## src/common/tmu_pkg.sv

```systemverilog
// texture unit shared definitions
`default_nettype none

package tmu_pkg;

	// request and pixel widths
	localparam int DADR_W  = 24;
	localparam int COLOR_W = 16;

	// 64x64 texture, six integer and six fractional coordinate bits
	localparam int TEX_LOG   = 6;
	localparam int TEX_ADR_W = 2 * TEX_LOG;
	localparam int FRAC_W    = 6;
	localparam int COORD_W   = TEX_LOG + FRAC_W;

	// bilinear weight peaks at 64*64 = 4096
	localparam int WEIGHT_W = 13;
	// weight times 5-bit and 6-bit channels
	localparam int RB_ACC_W = 17;
	localparam int G_ACC_W  = 18;

	// texel fetch sequence
	typedef enum logic [2:0] {
		FETCH_IDLE,
		FETCH_RD_A,
		FETCH_RD_B,
		FETCH_RD_C,
		FETCH_RD_D,
		FETCH_LAST,
		FETCH_OUT
	} fetch_state_t;

endpackage

`default_nettype wire

```

## src/fetch/tmu_texel_fetch.sv

```systemverilog
// texel fetch stage
`timescale 1ns/1ps
`default_nettype none

module tmu_texel_fetch (
	input  logic                          sys_clk,
	input  logic                          sys_rst,
	output logic                          busy_o,

	input  logic                          pipe_stb_i,
	output logic                          pipe_ack_o,
	input  logic [tmu_pkg::COORD_W-1:0]   u_i,
	input  logic [tmu_pkg::COORD_W-1:0]   v_i,
	input  logic [tmu_pkg::DADR_W-1:0]    dadr_i,

	output logic                          rd_en_o,
	output logic [tmu_pkg::TEX_ADR_W-1:0] rd_adr_o,
	input  logic [tmu_pkg::COLOR_W-1:0]   rd_dat_i,

	output logic                          pipe_stb_o,
	input  logic                          pipe_ack_i,
	output logic [tmu_pkg::DADR_W-1:0]    dadr_o,
	output logic [tmu_pkg::COLOR_W-1:0]   colora_o,
	output logic [tmu_pkg::COLOR_W-1:0]   colorb_o,
	output logic [tmu_pkg::COLOR_W-1:0]   colorc_o,
	output logic [tmu_pkg::COLOR_W-1:0]   colord_o,
	output logic [tmu_pkg::FRAC_W-1:0]    x_frac_o,
	output logic [tmu_pkg::FRAC_W-1:0]    y_frac_o
);

	import tmu_pkg::*;

	fetch_state_t state;
	fetch_state_t state_next;

	logic               accept;
	logic [COORD_W-1:0] u_r;
	logic [COORD_W-1:0] v_r;
	logic [DADR_W-1:0]  dadr_r;
	logic [COLOR_W-1:0] colora_r;
	logic [COLOR_W-1:0] colorb_r;
	logic [COLOR_W-1:0] colorc_r;
	logic [COLOR_W-1:0] colord_r;

	// integer texel position and its wrapped neighbours
	logic [TEX_LOG-1:0] x0;
	logic [TEX_LOG-1:0] y0;
	logic [TEX_LOG-1:0] x1;
	logic [TEX_LOG-1:0] y1;

	assign accept = pipe_stb_i && pipe_ack_o;

	assign x0 = u_r[COORD_W-1:FRAC_W];
	assign y0 = v_r[COORD_W-1:FRAC_W];
	// 6-bit add wraps 63 back to 0
	assign x1 = x0 + TEX_LOG'(1);
	assign y1 = y0 + TEX_LOG'(1);

	always_ff @(posedge sys_clk) begin
		if (sys_rst) begin
			state <= FETCH_IDLE;
		end else begin
			state <= state_next;
		end
	end

	always_comb begin
		state_next = state;
		case (state)
			FETCH_IDLE: if (accept) state_next = FETCH_RD_A;
			FETCH_RD_A: state_next = FETCH_RD_B;
			FETCH_RD_B: state_next = FETCH_RD_C;
			FETCH_RD_C: state_next = FETCH_RD_D;
			FETCH_RD_D: state_next = FETCH_LAST;
			FETCH_LAST: state_next = FETCH_OUT;
			FETCH_OUT:  if (pipe_ack_i) state_next = FETCH_IDLE;
			default:    state_next = FETCH_IDLE;
		endcase
	end

	// one read per cycle, a b c d order
	always_comb begin
		rd_en_o  = 1'b0;
		rd_adr_o = {y0, x0};
		case (state)
			FETCH_RD_A: begin
				rd_en_o  = 1'b1;
				rd_adr_o = {y0, x0};
			end
			FETCH_RD_B: begin
				rd_en_o  = 1'b1;
				rd_adr_o = {y0, x1};
			end
			FETCH_RD_C: begin
				rd_en_o  = 1'b1;
				rd_adr_o = {y1, x0};
			end
			FETCH_RD_D: begin
				rd_en_o  = 1'b1;
				rd_adr_o = {y1, x1};
			end
			default: begin
				rd_en_o  = 1'b0;
			end
		endcase
	end

	// request latch and texel capture, data lags the address by one cycle
	always_ff @(posedge sys_clk) begin
		if (accept) begin
			u_r    <= u_i;
			v_r    <= v_i;
			dadr_r <= dadr_i;
		end
		case (state)
			FETCH_RD_B: colora_r <= rd_dat_i;
			FETCH_RD_C: colorb_r <= rd_dat_i;
			FETCH_RD_D: colorc_r <= rd_dat_i;
			FETCH_LAST: colord_r <= rd_dat_i;
			default: ;
		endcase
	end

	assign pipe_ack_o = (state == FETCH_IDLE);
	assign busy_o     = (state != FETCH_IDLE);
	assign pipe_stb_o = (state == FETCH_OUT);

	assign dadr_o   = dadr_r;
	assign colora_o = colora_r;
	assign colorb_o = colorb_r;
	assign colorc_o = colorc_r;
	assign colord_o = colord_r;
	assign x_frac_o = u_r[FRAC_W-1:0];
	assign y_frac_o = v_r[FRAC_W-1:0];

	// offered item holds until the blend takes it
	a_out_hold: assert property (
		@(posedge sys_clk) disable iff (sys_rst)
		pipe_stb_o && !pipe_ack_i |=> pipe_stb_o && $stable({dadr_o, colora_o,
			colorb_o, colorc_o, colord_o, x_frac_o, y_frac_o})
	) else $error("fetch output changed before acknowledge");

endmodule

`default_nettype wire

```

## config.mk

```make
export PLATFORM = sky130hd
export DESIGN_NAME = tmu_texel_fetch
export DESIGN_NICKNAME = d
export VERILOG_FILES = /design/src/common/tmu_pkg.sv /design/src/fetch/tmu_texel_fetch.sv
export SDC_FILE = /design/constraint.sdc
export NUM_CORES = 1
export LEC_CHECK = 0
export ABC_AREA = 1
export BUFFER_PORTS_ARGS = -buffer_cell sky130_fd_sc_hd__buf_4
export CAP_MARGIN = 20
export CORE_MARGIN = 4
export CORE_UTILIZATION = 50
export DETAILED_ROUTE_END_ITERATION = 8
export PLACE_DENSITY = 0.81
export SYNTH_ARGS = -nofsm -noshare
export SYNTH_HDL_FRONTEND = slang
export SYNTH_SLANG_ARGS = --single-unit
```

## constraint.sdc

```tcl
create_clock -name sys_clk -period 8.72 [get_ports sys_clk]
set_input_delay 1.744 -clock sys_clk [delete_from_list [all_inputs] [get_ports sys_clk]]
set_output_delay 1.744 -clock sys_clk [all_outputs]
set_load 0.03 [all_outputs]
```

==> impl_results.md <==
* Yosys cell types at 23
* DRC errors left at 0
* Hold_sp: state[0]
* R2r startpoint: state[2]
* Number of I/O port buffers at 183
* DRT iter0 DRCs at 81
* Die ar. at 9450 sq um
* Fin nets at 480
* H-tree Lvls at 4
* Share of cells above drive strength 1 at between 50% and 60%
* Post-Synth Adder-Cell Area at less than 1%
* Max cap viols at 0
* Worst reg2reg setup slack at 6.59 ns
* Setup bufs post-CTS at 0
* R2R Path End: u_r[9]
* Critical path type: reg -> out
* PwrDens at roughly 250 nW/um^2
* Worst-Margin Slew at 0.963 ns
* Post-synthesis mux area share at 0%
* Crit. End Element: output pin
* CP delay by family, top: simple AND/OR/NAND/NOR gates
* Slew HR at a little over a third
* CP required at roughly 7.0 ns
* Top FF cell, synth: edfxtp_1
* Top cell type's share of synthesized area at 84.6%
* P_int at 1100 uW
* Final Hold Viols at 0
* FF-to-FF path depth at 4
* Area Overhead vs Synth at 49.8%
* Via/cell ratio at 4.71
* Die X-Extent at a little under 100 um
* Syn_area_per_cell at 18.1 sq um
* CTS resizes at 0
* Max Buffers Root-to-Sink at 2
* RSZ-0062 raised after global routing: false
* Setup crit start kind: register
* Clock power share at 41.4%
* Seq cells post-synth at between 100 and 150
* Remaining antenna violation count after routing at 0
* Combinational share of power at 14.0%
* CTS buffer count at 17
* Detail Placement HPWL at about 6300 um
* Fin area at around 6000 sq um
* Main combinational cell family by area after synthesis: simple AND/OR/NAND/NOR gates
* Global-route wire length before repair at 13,600 um
* F_max at 0.251 GHz
* Post-synthesis compound-gate area fraction at approximately 1.0%
* CTS tree: done
* Clk_skew at 0.00996 ns
* Status: finished, final reports clean
* Simple-gate share of the synthesized area at 7.27%
* Setup tns final at 0 ns
* Initial Util at 51.5%
* Switching pwr at 386 uW
* Final period util at 45.7%
* Worst hold path class: reg -> reg
* Endpoints failing setup at 0
* Hold path endpoint: state[0]
* Worst vdd ir at about 0.00016 V
* Vias in the first global route at 2,610
* Leak at 0.00249 uW
* Routed WL per cell at 16.4 um
* Most frequent CP cell: nand2_1
* Buf+Inv Stages, Crit Path at 2
* Seq pwr share at 44.6%
* Crit-path max cell delay at 0.69 ns
* Syn Nets at 290
* Crit Path Max Fanout at 17
* Sequential area share after synthesis at 86.1%
* GRT overflow at 0
* Synthesis Warnings at 0
* N_diodes at 0
* Overall Global Routing Usage at 19.3%
* Pin count of the biggest net entering global routing at 31
* Vias at 2,471
* Hold path depth at 1
* Final Critical Period at around 4.0 ns
* Cell Rows at 32
* Clock-pin slew on the worst setup and hold paths at 0.05 ns
* DIE HEIGHT at 97.2 um
* Gate count of the mapped netlist at 220
* Synth cell count leaders: edfxtp_1 (112), nand2_1 (28), inv_1 (16), buf_4 (12), nor2_1 (11)
* I/O pin cnt at 184
* Clock Latency Late Sink at 0.50 ns
* Worst path cell trace: nand2_1, nor2_2, nor2_1, nand3_1, nand2_1, inv_1, buf_4
* Drt pass-1 iters at 4
* Routed WL at 8590 um
* CTS Hold Bufs at 0
* EDFF count, synth at 112
* Post-synthesis xor/xnor area fraction at 0.661%
* Fraction of registers with async set/reset at 0%
* Sw frac at approximately a quarter
* Pins over their slew limit at 0
* Synth area leader: edfxtp_1
* Clk root buf: clkbuf_8
* RePlAce Congestion at 0.821
* Leading post-synthesis cells by cell area: edfxtp_1 (85%), nand2_1 (2.6%), buf_4 (2.3%), dfxtp_1 (1.5%), inv_1 (1.5%)
* Clock sink count at 115
* Count leader, synth: edfxtp_1
* Post-synthesis cell area at 3980 sq um
* CP max-delay cell: nor2_2
* Initial antenna violation count at 0
* Area after DPL at 5410 sq um
* Fill count at 442
* Worst EP arrival at about 2.3 ns
* Core ar. at 7730 sq um
## power by group through the flow
stage                     logic (uW)  registers, uW  clock network (uW)
final                            208            664                 616
after global routing             222            668                 662
after CTS                        211            664                 630
after detailed placement         210            675                   0
after global placement           203            674                   0
after floorplan                 79.6            714                   0
## cell usage in the layout, fill, tap and decap left out, types with 4 or more instances in the layout
master	Yosys	final
buf_4	12	183
edfxtp_1	112	112
nand2_1	28	28
inv_1	16	16
clkbuf_16	0	16
nor2_1	11	8
nand3_1	8	8
a21oi_1	4	4
clkinv_4	0	4
## final cells by class
class                      instances  area [sq um]  share of cell area, %
multi-input combinational         73           394                   6.62
tap                              102           128                   2.14
timing repair buffer             184          1390                   23.4
clock inverter                    15           133                   2.23
inverter                          19          71.3                   1.20
clock buffer                      17           414                   6.95
sequential                       115          3420                   57.5
## cells by family after synthesis
kind of cell | count (synthesis)
AO/OA/AOI/OAI | 8
XOR/XNOR | 3
adder cells (fa/ha/maj) | 2
buffers and inverters | 32
flip-flops | 115
AND/OR/NAND/NOR | 60
## state kept, by name, indices dropped and copies added (netlist names)
register,flops
colora_o,16
colorb_o,16
colorc_o,16
colord_o,16
dadr_o,24
state,3
u_r,12
v_r,12
## per-stage QoR
step	cells	hold slack [ns]	util, %	setup slack, ns	total power, uW
finish	525	0.549	77.1	4.73	1490
global route	525	0.579	77.1	4.50	1550
CTS	525	0.546	77.1	4.66	1510
detailed placement	493	0.531	70.0	5.21	885
global placement	492	0.505	69.8	5.32	877
floorplan	220	0.490	-	4.47	793
## how the worst max path moves through the flow
stage | from | to | slack (ns) | cells past startpoint
detailed placement | state[1] | rd_adr_o[5] | 5.21 | 7
CTS | state[1] | rd_adr_o[5] | 4.66 | 7
global route | state[1] | rd_adr_o[5] | 4.50 | 7
global placement | state[1] | rd_adr_o[5] | 5.32 | 7
floorplan | pipe_stb_i | dadr_o[0] | 4.47 | 2
finish | state[1] | rd_adr_o[5] | 4.73 | 7
## routing by layer
layer  global-route usage (%)  wire length, um
met4                     8.53              121
met3                     12.3             1190
met1                     20.1             3060
met2                     30.8             4210
met5                        0                0
(Power assumes the default switching activity.)
