<file path="src/common/tmu_pkg.sv">
// texture unit shared definitions
`default_nettype none

package tmu_pkg;

	// request and pixel widths
	localparam int DADR_W  = 24;
	localparam int COLOR_W = 16;

	// 64x64 texture, six integer and six fractional coordinate bits
	localparam int TEX_LOG   = 6;
	localparam int TEX_ADR_W = 2 * TEX_LOG;
	localparam int FRAC_W    = 6;
	localparam int COORD_W   = TEX_LOG + FRAC_W;

	// bilinear weight peaks at 64*64 = 4096
	localparam int WEIGHT_W = 13;
	// weight times 5-bit and 6-bit channels
	localparam int RB_ACC_W = 17;
	localparam int G_ACC_W  = 18;

	// texel fetch sequence
	typedef enum logic [2:0] {
		FETCH_IDLE,
		FETCH_RD_A,
		FETCH_RD_B,
		FETCH_RD_C,
		FETCH_RD_D,
		FETCH_LAST,
		FETCH_OUT
	} fetch_state_t;

endpackage

`default_nettype wire

</file>
<file path="src/rtl/tmu_mult2.sv">
// pipelined two-input multiplier
`timescale 1ns/1ps
`default_nettype none

module tmu_mult2 #(
	parameter int A_W = 7,
	parameter int B_W = 7,
	parameter int P_W = 13
) (
	input  logic           sys_clk,
	input  logic           ce_i,
	input  logic [A_W-1:0] a_i,
	input  logic [B_W-1:0] b_i,
	output logic [P_W-1:0] p_o
);

	logic [A_W-1:0] a_r;
	logic [B_W-1:0] b_r;
	logic [P_W-1:0] p_r;

	// operand stage
	always_ff @(posedge sys_clk) begin
		if (ce_i) begin
			a_r <= a_i;
			b_r <= b_i;
		end
	end

	// product stage, kept modulo 2^P_W
	always_ff @(posedge sys_clk) begin
		if (ce_i) begin
			p_r <= P_W'(a_r) * P_W'(b_r);
		end
	end

	assign p_o = p_r;

endmodule

`default_nettype wire

</file>
<file path="src/blend/tmu_blend.sv">
// bilinear blend pipeline
`timescale 1ns/1ps
`default_nettype none

module tmu_blend (
	input  logic                        sys_clk,
	input  logic                        sys_rst,
	output logic                        busy_o,

	input  logic                        pipe_stb_i,
	output logic                        pipe_ack_o,
	input  logic [tmu_pkg::DADR_W-1:0]  dadr_i,
	input  logic [tmu_pkg::COLOR_W-1:0] colora_i,
	input  logic [tmu_pkg::COLOR_W-1:0] colorb_i,
	input  logic [tmu_pkg::COLOR_W-1:0] colorc_i,
	input  logic [tmu_pkg::COLOR_W-1:0] colord_i,
	input  logic [tmu_pkg::FRAC_W-1:0]  x_frac_i,
	input  logic [tmu_pkg::FRAC_W-1:0]  y_frac_i,

	output logic                        pipe_stb_o,
	input  logic                        pipe_ack_i,
	output logic [tmu_pkg::DADR_W-1:0]  dadr_o,
	output logic [tmu_pkg::COLOR_W-1:0] color_o
);

	import tmu_pkg::*;

	// one enable for every stage and every multiplier
	logic pipe_en;

	// valid bit and address per stage
	logic [5:1]        valid;
	logic [DADR_W-1:0] dadr_q [1:5];

	// texels a b c d, carried until the weights are ready
	logic [COLOR_W-1:0] color_1 [4];
	logic [COLOR_W-1:0] color_2 [4];

	// weight operands, seven bits so that 64 fits
	logic [FRAC_W:0] xf;
	logic [FRAC_W:0] yf;
	logic [FRAC_W:0] xf_inv;
	logic [FRAC_W:0] yf_inv;
	logic [FRAC_W:0] wx [4];
	logic [FRAC_W:0] wy [4];

	logic [WEIGHT_W-1:0] w_2 [4];

	// weighted channel terms
	logic [RB_ACC_W-1:0] r_4 [4];
	logic [G_ACC_W-1:0]  g_4 [4];
	logic [RB_ACC_W-1:0] b_4 [4];

	// channel sums, scaled by 4096
	logic [RB_ACC_W-1:0] r_5;
	logic [G_ACC_W-1:0]  g_5;
	logic [RB_ACC_W-1:0] b_5;

	assign pipe_en = !valid[5] || pipe_ack_i;

	assign xf     = {1'b0, x_frac_i};
	assign yf     = {1'b0, y_frac_i};
	assign xf_inv = 7'd64 - xf;
	assign yf_inv = 7'd64 - yf;

	// pa pb pc pd operand pairs
	assign wx[0] = xf_inv;
	assign wy[0] = yf_inv;
	assign wx[1] = xf;
	assign wy[1] = yf_inv;
	assign wx[2] = xf_inv;
	assign wy[2] = yf;
	assign wx[3] = xf;
	assign wy[3] = yf;

	always_ff @(posedge sys_clk) begin
		if (sys_rst) begin
			valid <= '0;
		end else if (pipe_en) begin
			valid <= {valid[4:1], pipe_stb_i};
		end
	end

	always_ff @(posedge sys_clk) begin
		if (pipe_en) begin
			dadr_q[1] <= dadr_i;
			for (int s = 2; s <= 5; s++) begin
				dadr_q[s] <= dadr_q[s-1];
			end

			color_1[0] <= colora_i;
			color_1[1] <= colorb_i;
			color_1[2] <= colorc_i;
			color_1[3] <= colord_i;
			color_2    <= color_1;

			// weights sum to 4096, so the sums never overflow
			r_5 <= r_4[0] + r_4[1] + r_4[2] + r_4[3];
			g_5 <= g_4[0] + g_4[1] + g_4[2] + g_4[3];
			b_5 <= b_4[0] + b_4[1] + b_4[2] + b_4[3];
		end
	end

	for (genvar i = 0; i < 4; i++) begin : g_texel
		// weight ready in stage two
		tmu_mult2 #(
			.A_W(FRAC_W + 1),
			.B_W(FRAC_W + 1),
			.P_W(WEIGHT_W)
		) u_weight (
			.sys_clk(sys_clk),
			.ce_i   (pipe_en),
			.a_i    (wx[i]),
			.b_i    (wy[i]),
			.p_o    (w_2[i])
		);

		// channel terms ready in stage four, RGB565 split here
		tmu_mult2 #(
			.A_W(WEIGHT_W),
			.B_W(6),
			.P_W(RB_ACC_W)
		) u_red (
			.sys_clk(sys_clk),
			.ce_i   (pipe_en),
			.a_i    (w_2[i]),
			.b_i    ({1'b0, color_2[i][15:11]}),
			.p_o    (r_4[i])
		);

		tmu_mult2 #(
			.A_W(WEIGHT_W),
			.B_W(6),
			.P_W(G_ACC_W)
		) u_green (
			.sys_clk(sys_clk),
			.ce_i   (pipe_en),
			.a_i    (w_2[i]),
			.b_i    (color_2[i][10:5]),
			.p_o    (g_4[i])
		);

		tmu_mult2 #(
			.A_W(WEIGHT_W),
			.B_W(6),
			.P_W(RB_ACC_W)
		) u_blue (
			.sys_clk(sys_clk),
			.ce_i   (pipe_en),
			.a_i    (w_2[i]),
			.b_i    ({1'b0, color_2[i][4:0]}),
			.p_o    (b_4[i])
		);
	end

	assign pipe_stb_o = valid[5];
	assign pipe_ack_o = pipe_en;
	assign dadr_o     = dadr_q[5];
	// drop the 12 fraction bits of each sum
	assign color_o    = {r_5[16:12], g_5[17:12], b_5[16:12]};
	assign busy_o     = |valid;

	a_stb_hold: assert property (
		@(posedge sys_clk) disable iff (sys_rst)
		pipe_stb_o && !pipe_ack_i |=> pipe_stb_o
	) else $error("blend output dropped without acknowledge");

endmodule

`default_nettype wire

</file>
<file path="config.mk">
export PLATFORM = sky130hd
export DESIGN_NAME = tmu_blend
export DESIGN_NICKNAME = d
export VERILOG_FILES = /design/src/common/tmu_pkg.sv /design/src/rtl/tmu_mult2.sv /design/src/blend/tmu_blend.sv
export SDC_FILE = /design/constraint.sdc
export NUM_CORES = 2
export LEC_CHECK = 0
export BUFFER_PORTS_ARGS = -buffer_cell sky130_fd_sc_hd__buf_2
export CAP_MARGIN = 20
export CORE_MARGIN = 4
export CORE_UTILIZATION = 60
export DETAILED_ROUTE_END_ITERATION = 10
export PLACE_DENSITY = 0.77
export SLEW_MARGIN = 20
export SYNTH_ARGS = -nofsm -noshare
export SYNTH_HDL_FRONTEND = slang
export SYNTH_HIERARCHICAL = 1
export SYNTH_SLANG_ARGS = --single-unit
</file>
<file path="constraint.sdc">
create_clock -name sys_clk -period 36.8 [get_ports sys_clk]
set_input_delay 0 -clock sys_clk [delete_from_list [all_inputs] [get_ports sys_clk]]
set_output_delay 0 -clock sys_clk [all_outputs]
set_load 0.03 [all_outputs]
</file>
==> summary.md <==
| Metric | Value |
|---|---|
| Die Wd | `roughly 330 um` |
| Initial DRC Count | `2,499` |
| Clk_skew | `between 0.03 and 0.04 ns` |
| Min Tclk post-route | `4.50 ns` |
| FF-to-FF Start | `g_texel[0].u_weight/a_r[5]` |
| Global Route Usage Sum | `24.3%` |
| DRC | `0` |
| Post-route ant nets | `0` |
| Post-synth ARST share | `0%` |
| Gp weighted congestion | `0.890` |
| CTS tree | `done` |
| Final hold vios | `0` |
| R2R depth | `12` |
| Critical-path maximum fanout | `7` |
| CP Launch Type | `flop` |
| Setup slack, reg-to-reg | `32.30 ns` |
| HP Class | `in -> reg` |
| Clk pin slew, worst setup/hold paths | `0.06 ns` |
| Mapped Cells | `about 5,500` |
| Crit path DAT | `a little under 5 ns` |
| Number of setup buffers added after CTS | `0` |
| # Max-Cap Violations | `0` |
| Gr ovfl total | `0` |
| Die H | `334 um` |
| YS warnings | `6` |
| Vias per cell | `5.39` |
| FILL cells | `7,700` |
| Initial antenna violation count | `9` |
| Main flop type after synthesis | `edfxtp_1` |
| Post-synth EDFFs | `between 800 and 900` |
| CTS Buf Count | `91` |
| Hold path depth | `2` |
| Post-DP HPWL | `99,700 um` |
| Syn Area/Cell | `11.5 um^2` |
| First-pass GRT wire length | `about 220,000 um` |
| Synth top area share | `a little under two fifths` |
| Pre-antenna DRT Iters | `5` |
| Hold_sp | `dadr_i[11]` |
| Setup_tns | `0 ns` |
| H-tree depth | `3` |
| RSZ-0062 raised after global routing | `false` |
| Slew Limit Headroom | `19.3%` |
| # clock sinks | `about 800` |
| CTS max path bufs | `3` |
| CP Capture Type | `flop` |
| Worst Hold Path EP | `dadr_q[0][11]` |
| R2r endpoint | `g_texel[0].u_weight/p_o[11]` |
| Largest net degree at the start of global routing | `193` |
| Hold_buf cts | `167` |
| Cell Area, Synth | `63,600 um^2` |
| Worst-Skew Late Latency | `0.69 ns` |
| Layout Nets | `7,089` |
| Share of cells above drive strength 1 | `6.73%` |
| Via count | `39,300` |
| Cell taking the most area after synthesis | `edfxtp_1` |
| Status | `completed` |
| Top-Level Pins | `147` |
| Slew Limit Fails | `0` |
| Drt total wl | `132,000 um` |
| Die ar. | `111,000 um^2` |
| Seq/Total Area, Yosys | `38.3%` |
| CTS root buffer | `clkbuf_16` |
| CP Data Required Time | `37.24 ns` |
| Starting Density | `between 60% and 70%` |
| Seq cells post-synth | `around 810` |
| Vias in the first global route | `41,400` |
| Core ar. | `105,000 um^2` |
| Tightest Pin Transition | `1.21 ns` |
| Port Buf Inserts | `146` |
| Num rows | `119` |
| Post-synthesis cell type count | `87` |
| Max Fclk | `222 MHz` |
| Synth-to-Final Area Change | `10.7%` |
| Ratio of final minimum period to clock period | `12.2%` |
| DR WL/cell | `18.1 um` |
| Critical path class | `reg -> reg` |
| Setup violations, final | `0` |
| Post-cts sizing count | `0` |
| Ranking of synthesized cells by area | `edfxtp_1, fa_1, ha_1` |
## cells in the final DEF (no fill, tap or decap), types with 9 or more instances in the layout
cell           netlist  final
a31oi_1             26     26
o21ai_0             56     56
clkbuf_1            87      9
or2_2                9      9
bufinv_16            0     14
o31ai_1             11     11
nand4_1             18     18
xnor2_1            168    168
nor3_1              38     38
o21a_1              14     14
a211oi_2            10     10
nand2_1            355    355
dlygate4sd3_1        0    167
xor2_1              79     79
conb_1               1     12
and2_1             869    869
nand2b_1            10     10
nor2b_1             12     12
o21ai_1             17     17
nand3_1             74     74
a21o_1              50     50
o211ai_1            18     18
inv_1             1058   1057
a211oi_1            38     38
clkinv_1             0     15
o21bai_1            14     14
clkinv_2             0     11
edfxtp_1           808    808
ha_1               445    445
and3_1              26     26
nor2_1             125    125
nor3b_1             14     14
buf_2                3    146
clkbuf_16            0     91
a21oi_1            139    139
fa_1               715    715
clkinvlp_4           0     11
a211o_1             12     12
## sequential cells by signal, summed over array words and instances (netlist names), 28 cells and up
| name | count |
|---|---|
| g_texel.u_red/p_o | 68 |
| g_texel.u_red/a_r | 52 |
| color_2 | 64 |
| g_texel.u_green/a_r | 52 |
| g_texel.u_weight/p_o | 52 |
| g_texel.u_weight/b_r | 28 |
| g_texel.u_weight/a_r | 28 |
| dadr_q | 120 |
| color_1 | 64 |
| g_texel.u_blue/p_o | 68 |
| g_texel.u_green/p_o | 72 |
| g_texel.u_blue/a_r | 52 |
## worst max path at each step
stage,cells after the start,end,start
floorplan,2,b_5[12],valid[5]
global placement,12,g_texel[0].u_weight/p_o[11],g_texel[0].u_weight/a_r[5]
detailed placement,12,g_texel[0].u_weight/p_o[11],g_texel[0].u_weight/a_r[5]
CTS,12,g_texel[0].u_weight/p_o[11],g_texel[0].u_weight/a_r[5]
global route,12,g_texel[0].u_weight/p_o[11],g_texel[0].u_weight/a_r[5]
finish,12,g_texel[0].u_weight/p_o[11],g_texel[0].u_weight/a_r[5]
## final cells by class
| class | instances | area [um^2] | area share, % |
|---|---|---|---|
| clock buffer | 100 | 2310 | 3.28 |
| clock inverter | 69 | 866 | 1.23 |
| timing repair buffer | 319 | 2470 | 3.51 |
| inverter | 1058 | 3980 | 5.65 |
| multi-input combinational | 3542 | 34700 | 49.3 |
| tap | 1391 | 1740 | 2.47 |
| sequential | 813 | 24400 | 34.6 |
| antenna | 1 | 2.50 | 0.00355 |
## cells in the mapped netlist, types with 8 or more instances
| master | n |
|---|---|
| fa_1 | 715 |
| and2_1 | 869 |
| nand2b_1 | 10 |
| edfxtp_1 | 808 |
| a211oi_2 | 10 |
| nand4_1 | 18 |
| inv_1 | 1058 |
| o21bai_1 | 14 |
| a211oi_1 | 38 |
| a31oi_1 | 26 |
| and3_1 | 26 |
| nand3_1 | 74 |
| a21oi_1 | 139 |
| nand3b_1 | 8 |
| nor2_1 | 125 |
| a211o_1 | 12 |
| o31ai_1 | 11 |
| ha_1 | 445 |
| o21ai_1 | 17 |
| nor3b_1 | 14 |
| xnor2_1 | 168 |
| nand2_1 | 355 |
| nor2b_1 | 12 |
| o21ai_0 | 56 |
| o21a_1 | 14 |
| o211ai_1 | 18 |
| or2_2 | 9 |
| a21o_1 | 50 |
| buf_4 | 30 |
| clkbuf_1 | 87 |
| xor2_1 | 79 |
| a41oi_1 | 8 |
| nor3_1 | 38 |
## critical path: stages (launching register included)
cell       delay (ns)
edfxtp_1         0.49
and2_1           0.23
fa_1             0.53
inv_1            0.05
fa_1             0.48
fa_1             0.49
inv_1            0.05
fa_1             0.47
ha_1             0.38
and3_2           0.23
a2111oi_4        0.40
nor3_1           0.10
or3_1            0.34
## per-stage QoR
step / hold slack, ns / cell area, um^2 / cells / setup slack, ns / util, %
final: 0.0270 / 70500 / 7293 / 32.30 / 67.0
after global routing: 0.00145 / 70500 / 7292 / 32.12 / 67.0
after CTS: 0.00104 / 70500 / 7292 / 32.28 / 67.0
after detailed placement: 0.178 / 65600 / 6956 / 32.29 / 62.3
after global placement: 0.176 / 65600 / 6956 / 32.36 / 62.3
after floorplan: 0.0691 / 63700 / 5538 / 19.22 / -
## layer usage
metal,vias up,part of all wire (%),global-route usage (%)
met2,973,50,42.0
met1,19700,41,32.0
met3,219,5.0,3.42
met5,-,0,0
met4,0,3.6,7.93
li1,18500,-,-
## cell families after synthesis
group,after synthesis,synth area share [%]
adders and majority gates,1160,31.2
AOI/OAI and AO/OA,501,5.76
and+or+nand+nor,1618,14.1
xor gates and xnor gates,248,3.43
DFF,813,38.3
buffers and inverters,1183,7.19
other,1,0.00589
muxes,3,0.0472
Power is not shown: default switching activity piles up to over one toggle a cycle in this logic, so the estimate is an artifact.
